--- config.mk ---
export PLATFORM = sky130hd
export DESIGN_NAME = fetch_top
export DESIGN_NICKNAME = d
export VERILOG_FILES = /design/src/fetch_pkg.sv /design/src/ibus_reader.sv /design/src/trap_detector.sv /design/src/fetch_sequencer.sv /design/src/fetch_top.sv
export SDC_FILE = /design/constraint.sdc
export NUM_CORES = 1
export LEC_CHECK = 0
export ABC_AREA = 1
export BUFFER_PORTS_ARGS = -buffer_cell sky130_fd_sc_hd__buf_2
export CAP_MARGIN = 0
export CELL_PAD_IN_SITES_DETAIL_PLACEMENT = 1
export CELL_PAD_IN_SITES_GLOBAL_PLACEMENT = 1
export CORE_AREA = 2 2 240 242
export CTS_CLUSTER_SIZE = 25
export DETAILED_ROUTE_END_ITERATION = 6
export DIE_AREA = 0 0 242 244
export GPL_ROUTABILITY_DRIVEN = 0
export GPL_TIMING_DRIVEN = 0
export PLACE_DENSITY_LB_ADDON = 0.1
export SLEW_MARGIN = 10
export SYNTH_ARGS = -nofsm -noshare
export SYNTH_HDL_FRONTEND = slang
export SYNTH_SLANG_ARGS = --single-unit
--- constraint.sdc ---
create_clock -name clk -period 4.5 [get_ports clk]
set_input_delay 0.45 -clock clk [delete_from_list [all_inputs] [get_ports clk]]
set_output_delay 0.45 -clock clk [all_outputs]
set_load 0.05 [all_outputs]
--- src/fetch_pkg.sv ---
package fetch_pkg;

    localparam int ADDR_WIDTH      = 32;
    localparam int WORD_WIDTH      = 32;
    localparam int TRAP_CODE_WIDTH = 4;
    localparam int OPCODE_WIDTH    = 7;

    typedef logic [ADDR_WIDTH-1:0]      addr_t;
    typedef logic [WORD_WIDTH-1:0]      word_t;
    typedef logic [TRAP_CODE_WIDTH-1:0] trap_code_t;
    typedef logic [OPCODE_WIDTH-1:0]    opcode_t;
    typedef logic [1:0]                 mode_t;
    typedef logic [1:0]                 axi_resp_t;

    // privilege modes, 2 is reserved
    localparam mode_t MODE_USER    = 2'd0;
    localparam mode_t MODE_SUPER   = 2'd1;
    localparam mode_t MODE_MACHINE = 2'd3;

    // mcause codes
    localparam trap_code_t TRAP_MISALIGNED   = 4'd0;
    localparam trap_code_t TRAP_ACCESS_FAULT = 4'd1;
    localparam trap_code_t TRAP_SW_INT       = 4'd3;
    localparam trap_code_t TRAP_TIMER_INT    = 4'd7;
    localparam trap_code_t TRAP_EXT_INT      = 4'd11;

    // opcodes that hold fetch until retired
    localparam opcode_t OP_BRANCH = 7'b1100011;
    localparam opcode_t OP_JAL    = 7'b1101111;
    localparam opcode_t OP_JALR   = 7'b1100111;
    localparam opcode_t OP_LOAD   = 7'b0000011;
    localparam opcode_t OP_STORE  = 7'b0100011;
    localparam opcode_t OP_SYSTEM = 7'b1110011;

    localparam axi_resp_t RESP_OKAY = 2'b00;

    localparam addr_t PC_INIT_DEFAULT = 32'h8000_0000;

endpackage

--- src/ibus_reader.sv ---
`timescale 1ns/1ps

module ibus_reader (
    input  logic                  clk,
    input  logic                  rst,

    input  logic                  req_valid,
    input  fetch_pkg::addr_t      req_addr,
    output logic                  req_ready,
    output logic                  rsp_valid,
    output fetch_pkg::word_t      rsp_data,
    output logic                  rsp_error,

    output logic                  arvalid,
    input  logic                  arready,
    output fetch_pkg::addr_t      araddr,
    output logic [2:0]            arprot,
    input  logic                  rvalid,
    output logic                  rready,
    input  fetch_pkg::word_t      rdata,
    input  fetch_pkg::axi_resp_t  rresp
);

    typedef enum logic [1:0] {
        IDLE,
        ADDR,
        DATA
    } state_t;

    localparam logic [2:0] ARPROT_INST = 3'b100; // unprivileged, secure, instruction

    state_t state;

    assign req_ready = state == IDLE;
    assign arvalid   = state == ADDR;
    assign rready    = state == DATA;
    assign arprot    = ARPROT_INST;

    always_ff @(posedge clk or posedge rst) begin
        if (rst) begin
            state     <= IDLE;
            rsp_valid <= 1'b0;
        end else begin
            rsp_valid <= 1'b0;
            case (state)
                IDLE: if (req_valid) state <= ADDR;
                ADDR: if (arready) state <= DATA;
                DATA: begin
                    if (rvalid) begin
                        state     <= IDLE;
                        rsp_valid <= 1'b1; // single pulse back to the sequencer
                    end
                end
                default: state <= IDLE;
            endcase
        end
    end

    always_ff @(posedge clk) begin
        if (req_valid && req_ready) araddr <= req_addr; // held through AR
        if (rvalid && rready) begin
            rsp_data  <= rdata;
            rsp_error <= rresp != fetch_pkg::RESP_OKAY;
        end
    end

endmodule

--- src/trap_detector.sv ---
`timescale 1ns/1ps

module trap_detector (
    input  logic                   clk,
    input  logic                   rst,

    input  fetch_pkg::addr_t       next_pc,
    input  logic                   trint,
    input  logic                   swint,
    input  logic                   exint,
    input  fetch_pkg::mode_t       priv_mode,
    input  logic                   mie,

    output logic                   trap_pending,
    output fetch_pkg::trap_code_t  trap_code,
    output logic                   trap_is_exception
);

    logic int_en;
    logic misaligned;

    always_comb begin
        case (priv_mode)
            fetch_pkg::MODE_USER,
            fetch_pkg::MODE_SUPER:   int_en = 1'b1; // always taken below machine mode
            fetch_pkg::MODE_MACHINE: int_en = mie;
            default:                 int_en = 1'b0;
        endcase
    end

    assign misaligned = next_pc[1:0] != 2'b00;

    // registered so the sequencer sees one decision per cycle
    always_ff @(posedge clk or posedge rst) begin
        if (rst) begin
            trap_pending      <= 1'b0;
            trap_code         <= fetch_pkg::TRAP_MISALIGNED;
            trap_is_exception <= 1'b0;
        end else begin
            trap_pending      <= 1'b1;
            trap_is_exception <= 1'b0;
            if (int_en && swint) begin
                trap_code <= fetch_pkg::TRAP_SW_INT;
            end else if (int_en && trint) begin
                trap_code <= fetch_pkg::TRAP_TIMER_INT;
            end else if (int_en && exint) begin
                trap_code <= fetch_pkg::TRAP_EXT_INT;
            end else if (misaligned) begin
                trap_code         <= fetch_pkg::TRAP_MISALIGNED;
                trap_is_exception <= 1'b1;
            end else begin
                trap_pending <= 1'b0;
                trap_code    <= fetch_pkg::TRAP_MISALIGNED;
            end
        end
    end

endmodule

--- src/fetch_sequencer.sv ---
`timescale 1ns/1ps

module fetch_sequencer #(
    parameter fetch_pkg::addr_t pc_init = fetch_pkg::PC_INIT_DEFAULT
) (
    input  logic                   clk,
    input  logic                   rst,

    input  logic                   enable,
    input  logic                   jump_valid,
    input  fetch_pkg::addr_t       jump_dest,
    input  fetch_pkg::word_t       retire_count,

    input  logic                   trap_pending,
    input  fetch_pkg::trap_code_t  trap_code,
    input  logic                   trap_is_exception,
    output fetch_pkg::addr_t       next_pc,

    output logic                   req_valid,
    output fetch_pkg::addr_t       req_addr,
    input  logic                   req_ready,
    input  logic                   rsp_valid,
    input  fetch_pkg::word_t       rsp_data,
    input  logic                   rsp_error,

    output fetch_pkg::addr_t       pc,
    output logic                   ok,
    output logic                   fetch_valid,
    output fetch_pkg::word_t       fetch_inst,
    output fetch_pkg::addr_t       fetch_pc,
    output fetch_pkg::word_t       fetch_count,
    output logic                   fetch_trap,
    output fetch_pkg::trap_code_t  fetch_trap_code,
    output logic                   fetch_is_exception
);

    typedef enum logic [1:0] {
        IDLE,
        WAIT_BUS,
        STALL
    } state_t;

    state_t              state;
    fetch_pkg::word_t    count;   // counter of the last emitted instruction
    fetch_pkg::addr_t    cand_q;  // next_pc as the detector saw it
    fetch_pkg::opcode_t  rsp_op;
    logic                settled;
    logic                take_trap;
    logic                launch;
    logic                stall_op;

    assign next_pc = jump_valid ? jump_dest : pc + fetch_pkg::addr_t'(4);

    // detector output lags next_pc by one cycle, so only act once they agree
    assign settled   = cand_q == next_pc;
    assign ok        = (state == IDLE) && settled;
    assign take_trap = ok && enable && trap_pending;
    assign launch    = ok && enable && !trap_pending;

    assign rsp_op   = rsp_data[6:0];
    assign stall_op = rsp_op inside {fetch_pkg::OP_BRANCH, fetch_pkg::OP_JAL,
                                     fetch_pkg::OP_JALR, fetch_pkg::OP_LOAD,
                                     fetch_pkg::OP_STORE, fetch_pkg::OP_SYSTEM};

    always_ff @(posedge clk or posedge rst) begin
        if (rst) begin
            state       <= IDLE;
            pc          <= pc_init - fetch_pkg::addr_t'(4); // first fetch lands on pc_init
            cand_q      <= pc_init;
            count       <= '0;
            req_valid   <= 1'b0;
            fetch_valid <= 1'b0;
            fetch_trap  <= 1'b0;
        end else begin
            cand_q      <= next_pc;
            fetch_valid <= 1'b0;
            fetch_trap  <= 1'b0;
            if (req_valid && req_ready) req_valid <= 1'b0;

            case (state)
                IDLE: begin
                    if (take_trap) begin
                        fetch_trap <= 1'b1; // nop bubble, pc stays put
                        count      <= count + fetch_pkg::word_t'(1);
                        state      <= STALL;
                    end else if (launch) begin
                        req_valid <= 1'b1;
                        pc        <= next_pc; // jump consumed here
                        state     <= WAIT_BUS;
                    end
                end
                WAIT_BUS: begin
                    if (rsp_valid) begin
                        count <= count + fetch_pkg::word_t'(1);
                        if (rsp_error) begin
                            fetch_trap <= 1'b1;
                            state      <= STALL;
                        end else begin
                            fetch_valid <= 1'b1;
                            state       <= stall_op ? STALL : IDLE;
                        end
                    end
                end
                STALL: if (retire_count == count) state <= IDLE;
                default: state <= IDLE;
            endcase
        end
    end

    // decode payload, only meaningful with fetch_valid or fetch_trap
    always_ff @(posedge clk) begin
        if (launch) req_addr <= next_pc;

        if (take_trap) begin
            fetch_inst         <= '0;
            fetch_pc           <= next_pc;
            fetch_count        <= count + fetch_pkg::word_t'(1);
            fetch_trap_code    <= trap_code;
            fetch_is_exception <= trap_is_exception;
        end else if (state == WAIT_BUS && rsp_valid) begin
            fetch_inst         <= rsp_error ? '0 : rsp_data;
            fetch_pc           <= pc;
            fetch_count        <= count + fetch_pkg::word_t'(1);
            fetch_trap_code    <= fetch_pkg::TRAP_ACCESS_FAULT;
            fetch_is_exception <= rsp_error;
        end
    end

endmodule

--- src/fetch_top.sv ---
`timescale 1ns/1ps

module fetch_top #(
    parameter fetch_pkg::addr_t pc_init = fetch_pkg::PC_INIT_DEFAULT
) (
    input  logic                   clk,
    input  logic                   rst,

    // instruction bus, read channels only
    output logic                   arvalid,
    input  logic                   arready,
    output fetch_pkg::addr_t       araddr,
    output logic [2:0]             arprot,
    input  logic                   rvalid,
    output logic                   rready,
    input  fetch_pkg::word_t       rdata,
    input  fetch_pkg::axi_resp_t   rresp,

    // back end
    input  logic                   enable,
    input  logic                   jump_valid,
    input  fetch_pkg::addr_t       jump_dest,
    input  fetch_pkg::word_t       retire_count,
    input  logic                   trint,
    input  logic                   swint,
    input  logic                   exint,
    input  fetch_pkg::mode_t       priv_mode,
    input  logic                   mie,

    output logic                   fetch_valid,
    output fetch_pkg::word_t       fetch_inst,
    output fetch_pkg::addr_t       fetch_pc,
    output fetch_pkg::word_t       fetch_count,
    output logic                   fetch_trap,
    output fetch_pkg::trap_code_t  fetch_trap_code,
    output logic                   fetch_is_exception,
    output fetch_pkg::addr_t       pc,
    output logic                   ok
);

    // sequencer <-> reader
    logic                   req_valid;
    logic                   req_ready;
    fetch_pkg::addr_t       req_addr;
    logic                   rsp_valid;
    fetch_pkg::word_t       rsp_data;
    logic                   rsp_error;

    // sequencer <-> detector
    fetch_pkg::addr_t       next_pc;
    logic                   trap_pending;
    fetch_pkg::trap_code_t  trap_code;
    logic                   trap_is_exception;

    ibus_reader i_ibus_reader (.*);

    trap_detector i_trap_detector (.*);

    fetch_sequencer #(
        .pc_init(pc_init)
    ) i_fetch_sequencer (.*);

endmodule

## After elaboration in Yosys (flattened, before gate mapping)

Index checks and enable logic that the tools add are counted.

- Output and inout port bits: 173
- Bits in registers: 308
- Logic and storage cells: 117
- Bits of input ports: 110

- Bitwise operators: 1
- Equal/unequal tests: 21
- Reduce and logical (&&, ||, !) cells: 24
- Multiplexer cells: 48
- $add $sub $neg: 2

Operators with widths:

| operator | number |
|---|---|
| $mux W32 | 8 |
| $eq A32 B32 Y1 | 2 |
| $pmux W32 S2 | 1 |
| $add A32 B1 Y32 const B | 1 |
| $add A32 B3 Y32 const B | 1 |
| $eq A7 B7 Y1 const B | 4 |
| $mux W1 | 21 |
| $mux W4 | 5 |
| $mux W2 | 9 |
| $pmux W2 S3 | 2 |
| $reduce_and A3 Y1 | 4 |
| $logic_and A1 B1 Y1 | 10 |
| $ne A2 B1 Y1 const B | 4 |
| $reduce_bool A2 Y1 | 4 |
| $eq A7 B2 Y1 const B | 1 |
| $eq A7 B6 Y1 const B | 1 |
| $eq A2 B1 Y1 const B | 3 |
| $eq A2 B2 Y1 const B | 3 |
| $logic_not A2 Y1 | 3 |
| $reduce_bool A6 Y1 | 1 |
| $ne A2 B2 Y1 const B | 2 |
| $pmux W1 S2 | 2 |
| $ne A3 B1 Y1 const B | 1 |
| $reduce_or A2 Y1 | 1 |
| other kinds (2) | 2 |

## Depth between registers and ports, before layout

- Word-level depth: 9
- Gate-level depth with buffers: 22
- Gate-level depth less buffers: 21

## Modules after synthesis

From an unflattened synthesis, not the netlist that was laid out.

- Cells, all modules: 1443
- Area total of the unflattened synthesis: 13744.4 um2

Modules (own cells, without submodules):

| module | times used | seq. area each (um2) | area each (um2) | cells each |
|---|---|---|---|---|
| fetch_sequencer | 1 | 6238.5 | 11404.7 | 1331 |
| ibus_reader | 1 | 2026.9 | 2133.3 | 91 |
| trap_detector | 1 | 125.1 | 206.4 | 21 |

## Worst setup path before layout

No wires, ideal clock.

- Path kind: register to register
- From: reg i_fetch_sequencer.pc[3]
- To: reg i_fetch_sequencer.fetch_count[0] (enable)
- Cell stages (with the launch flop): 16
- Arrival: 3347 ps
- Buffers on the path: 1
- Required time: 4101 ps
- Period minus slack after synthesis: 3746 ps
- Slack: 754 ps
- Library setup time: 399 ps
- Cell sequence: dfstp_2 -> ha_1 -> nand2_2 -> nor2_4 -> nand3_1 -> nor2_1 -> nand3_1 -> nand3_1 -> nand2_1 -> nand2_1 -> nand2_1 -> or2_1 -> nor2_1 -> nand4_1 -> nand2_1 -> buf_2

- Word-level cells in the longest chain between the ends: 7

RTL lines:

| element | line | text |
|---|---|---|
| start: declaration | fetch_sequencer.sv:26 | `output fetch_pkg::addr_t pc,` |
| start signal: assignment | fetch_sequencer.sv:68 | `pc <= pc_init - fetch_pkg::addr_t'(4);` |
| start signal: assignment | fetch_sequencer.sv:88 | `pc <= next_pc;` |
| $add A32 B3 Y32 | fetch_sequencer.sv:52 | `assign next_pc = jump_valid ? jump_dest : pc + fetch_pkg::addr_t'(4);` |
| $mux W32 | fetch_sequencer.sv:52 |  |
| net i_fetch_sequencer.next_pc[24] | fetch_sequencer.sv:17 | `output fetch_pkg::addr_t next_pc,` |
| $eq A32 B32 Y1 | fetch_sequencer.sv:55 | `assign settled = cand_q == next_pc;` |
| $logic_and A1 B1 Y1 | fetch_sequencer.sv:56 | `assign ok = (state == IDLE) && settled;` |
| $logic_and A1 B1 Y1 (2 in series) | fetch_sequencer.sv:57 | `assign take_trap = ok && enable && trap_pending;` |
| $reduce_bool A2 Y1 (no source line) | n/a |  |
| end signal: assignment | fetch_sequencer.sv:117 | `fetch_count <= count + fetch_pkg::word_t'(1);` |
| end signal: assignment | fetch_sequencer.sv:123 | `fetch_count <= count + fetch_pkg::word_t'(1);` |
| end: declaration | fetch_sequencer.sv:31 | `output fetch_pkg::word_t fetch_count,` |

The timed path passes the listed nets, and every way through them passes these cells.
A chain may end at the register's enable or synchronous reset.

## Final worst setup path

- From: reg i_fetch_sequencer.pc[3]
- To: reg i_fetch_sequencer.fetch_pc[31] (enable)

- Word-level cells in the longest chain between the ends: 7

RTL lines:

| element | line | text |
|---|---|---|
| $add A32 B3 Y32 | fetch_sequencer.sv:52 |  |
| $mux W32 | fetch_sequencer.sv:52 |  |
| net i_fetch_sequencer.next_pc[24] | fetch_sequencer.sv:17 |  |
| $eq A32 B32 Y1 | fetch_sequencer.sv:55 |  |
| $logic_and A1 B1 Y1 | fetch_sequencer.sv:56 |  |
| $logic_and A1 B1 Y1 (2 in series) | fetch_sequencer.sv:57 |  |
| $reduce_bool A2 Y1 (no source line) | n/a |  |
| end signal: assignment | fetch_sequencer.sv:116 | `fetch_pc <= next_pc;` |
| end signal: assignment | fetch_sequencer.sv:122 | `fetch_pc <= pc;` |
| end: declaration | fetch_sequencer.sv:30 | `output fetch_pkg::addr_t fetch_pc,` |

The timed path passes the listed nets, and every way through them passes these cells.

==> flow_summary.json <==
{
  "crit_slowest_cell": "dfstp_2",
  "worst_slew_pin_slew_ns": 0.801,
  "yosys.cell_types.count": 45,
  "synthCells": 1494,
  "avgSynthCellArea_um2": 9.32,
  "cts_root_buf": "clkbuf_16",
  "layout_setup_ws_ns": 0.376,
  "p_comb_frac": 0.069,
  "track_usage": 0.172,
  "grt_max_degree": 68,
  "slew_headroom": 0.466,
  "htreeDepth": 2,
  "clk_pin_slew_ns": 0.06,
  "cts_tree": "built",
  "dpl.hpwl_um": 38500,
  "endpoint_kind": "flop",
  "grt_pass1_vias": 12100,
  "critPathBufInv": 2,
  "ys_async_sr_fraction": 0.355,
  "clk_path_buf_depth": 3,
  "leakage_nw": 8.20,
  "maxSlewViolCount": 0,
  "switchingPower_mw": 1.66,
  "drc": 0,
  "post-cts-setup-buffers": 0,
  "drtPass1Iterations": 5,
  "drv_cap": 0,
  "area_growth_syn_to_layout_pct": 27.8,
  "crit_fanout": 32,
  "portBuffers": 279,
  "worstPathRequired_ns": 4.75,
  "drive_gt1_frac": 0.261,
  "wl_um": 51200,
  "max_stage_delay_ns": 0.59,
  "min_period_ns": 4.12,
  "path_cells": "ha_1, nand2_2, nor2_4, nand3_1, nor2_1, nand3_1, nand3_1, nand2_1, nand2_1, nand2_1, or2_1, nor2_1, nand4_1, nand2_2, buf_12, clkbuf_16",
  "ir_drop_mv": 0.294,
  "routed_via_density": 4.38,
  "status": "completed",
  "netlist.area_leader.share": 0.358,
  "start_util": 0.248,
  "pwr-share-clk": 0.483,
  "die_area_um2": 59000,
  "detailedPlace.worstSlack_ns": 0.00122,
  "antenna_found_initial": 5,
  "final-setup-viol-count": 0,
  "std_cell_rows": 87,
  "postLayoutCoreUtil": 0.317,
  "yosysTopAreaCell": "edfxtp_1",
  "rsz0062_at_grt": "no",
  "die_w_um": 242,
  "numCtsBuffers": 40,
  "post_drt_wl_per_cell_um": 19.6,
  "fmax_mhz": 242,
  "ys_top_cells_by_area": "edfxtp_1 (36%), dfrtp_1 (14%), nand2_1 (13%)",
  "grt_pass1_wl_um": 76600,
  "clock_latency_ns": 0.56,
  "seq_area_frac_synth": 0.603,
  "cts_sinks": 307,
  "synth-edff-count": 166,
  "synth_ff_type": "edfxtp_1",
  "fin_crit_sh": 0.916,
  "fin_nets": 1938,
  "seqPwrFrac": 0.447,
  "grt_overflow": 0,
  "synth_seq_cells": 307,
  "boundaryPins": 283,
  "regArea_um2": 8390,
  "min_path_type": "primary input to flop",
  "hold_viol_final": 0,
  "path_delay_family": "simple AND/OR/NAND/NOR gates",
  "crit_type": "flop to flop",
  "detail-route-antenna-nets": 0,
  "fp.dieH_um": 244,
  "drt_iter0_markers": 596,
  "start_kind": "flop",
  "ys_warn_count": 0,
  "arrival_ns": 4.38,
  "powerDensity_nw_per_um2": 380,
  "vias": 11500,
  "coreArea_um2": 56200,
  "internal-power_mw": 5.10,
  "fin_setup_tns_ns": 0,
  "clock_skew_ns": 0.0215,
  "synth_most_common_cell": "nand2_1",
  "swShare": 0.246,
  "ys_top_cells_by_count": "nand2_1 (482), inv_1 (173), edfxtp_1 (166), nand3_1 (112), nor2_1 (101)",
  "synthesis.area_um2": 13900,
  "fill_cells": 6641,
  "multi_input_area_um2": 4660,
  "r2r_slack_ns": 0.38
}
==> kinds of logic (layout without fill, tap and decap cells) <==
logic type	Yosys count	in the layout	share of synthesized area
AOI/OAI and AO/OA	117	117	0.0519
xor gates and xnor gates	44	44	0.0277
adders and majority gates	2	2	0.00180
buffers and inverters	218	581	0.0645
DFF	307	307	0.603
other	2	4	0.000539
and+or+nand+nor	804	804	0.251
==> cell type report <==
cell class / count / area share
Buffer: 42 / 0.0141
Antenna cell: 1 / 0.000141
Sequential cell: 307 / 0.471
Clock inverter: 20 / 0.0134
Timing Repair Buffer: 289 / 0.0873
Tap cell: 756 / 0.0531
Multi-Input combinational cell: 970 / 0.262
Inverter: 176 / 0.0375
Clock buffer: 54 / 0.0614
==> power groups by stage <==
stage | registers (mW) | logic (mW) | clock network, mW
2_1_floorplan | 3.16 | 0.215 | 0
3_3_place_gp | 3.08 | 0.466 | 0
3_5_place_dp | 3.08 | 0.478 | 0
4_1_cts | 3.03 | 0.481 | 3.39
5_1_grt | 3.03 | 0.524 | 3.50
6_report | 3.03 | 0.470 | 3.27
==> worst reg2reg max path, delay by kind of cell (launching register included) <==
kind / cells / cell delay (ns)
buf+inv: 2 / 0.57
flops: 1 / 0.59
simple gates: 13 / 2.43
fa+ha+maj: 1 / 0.22
==> routing by layer <==
layer	up-vias	part of all wire	track usage
li1	5508	-	-
met1	5644	0.47	0.232
met2	226	0.46	0.276
met3	71	0.046	0.0362
met4	6	0.026	0.0527
met5	-	0.00080	0
==> timing repair <==
item,4_1_cts,5_1_grt
gates cloned,0,1
hold buffers,2,0
endpoints found under the hold margin,43,0
endpoints found under the setup margin,36,90
resized for setup,1,6
pin swaps,0,0
==> final timing paths <==
check | from | to | cells after the start
max | i_fetch_sequencer.pc[3] | i_fetch_sequencer.fetch_pc[31] | 16
min | rdata[18] | i_ibus_reader.rsp_data[18] | 1
max in group asynchronous | rst | i_fetch_sequencer.pc[19] | 4
min reg2reg | i_fetch_sequencer.req_addr[8] | i_ibus_reader.araddr[8] | 0
min in group asynchronous | rst | i_trap_detector.trap_code[2] | 3
max reg2reg | i_fetch_sequencer.pc[3] | i_fetch_sequencer.fetch_pc[31] | 16
==> per-stage QoR <==
step                hold slack [ns]  instances  cell area, um2  power [mW]
global route                 0.0219       2615           17800        7.05
finish                       0.0556       2615           17800        6.77
CTS                         0.00786       2613           17800        6.90
floorplan                     0.400       1495           13900        3.37
detailed placement            0.407       2537           16400        3.56
global placement              0.405       2530           16300        3.55
==> cells in the final DEF (no fill, tap or decap), types with 11 or more instances in the layout <==
cell type and n:
dfstp_2 30, nand3_1 112, edfxtp_1 166, inv_1 172, o21ai_1 13, nand4_1 15, nor2_1 99, xor2_1 17
dfxtp_1 32, o21ai_0 55, nand2_2 12, clkbuf_1 24, clkbuf_16 41, nand2_1 481, or2_2 37, xnor2_1 27
dfrtp_1 79, buf_2 290, nor2_2 11, a22o_1 29
Note: power is estimated with default switching activity, not from simulation.
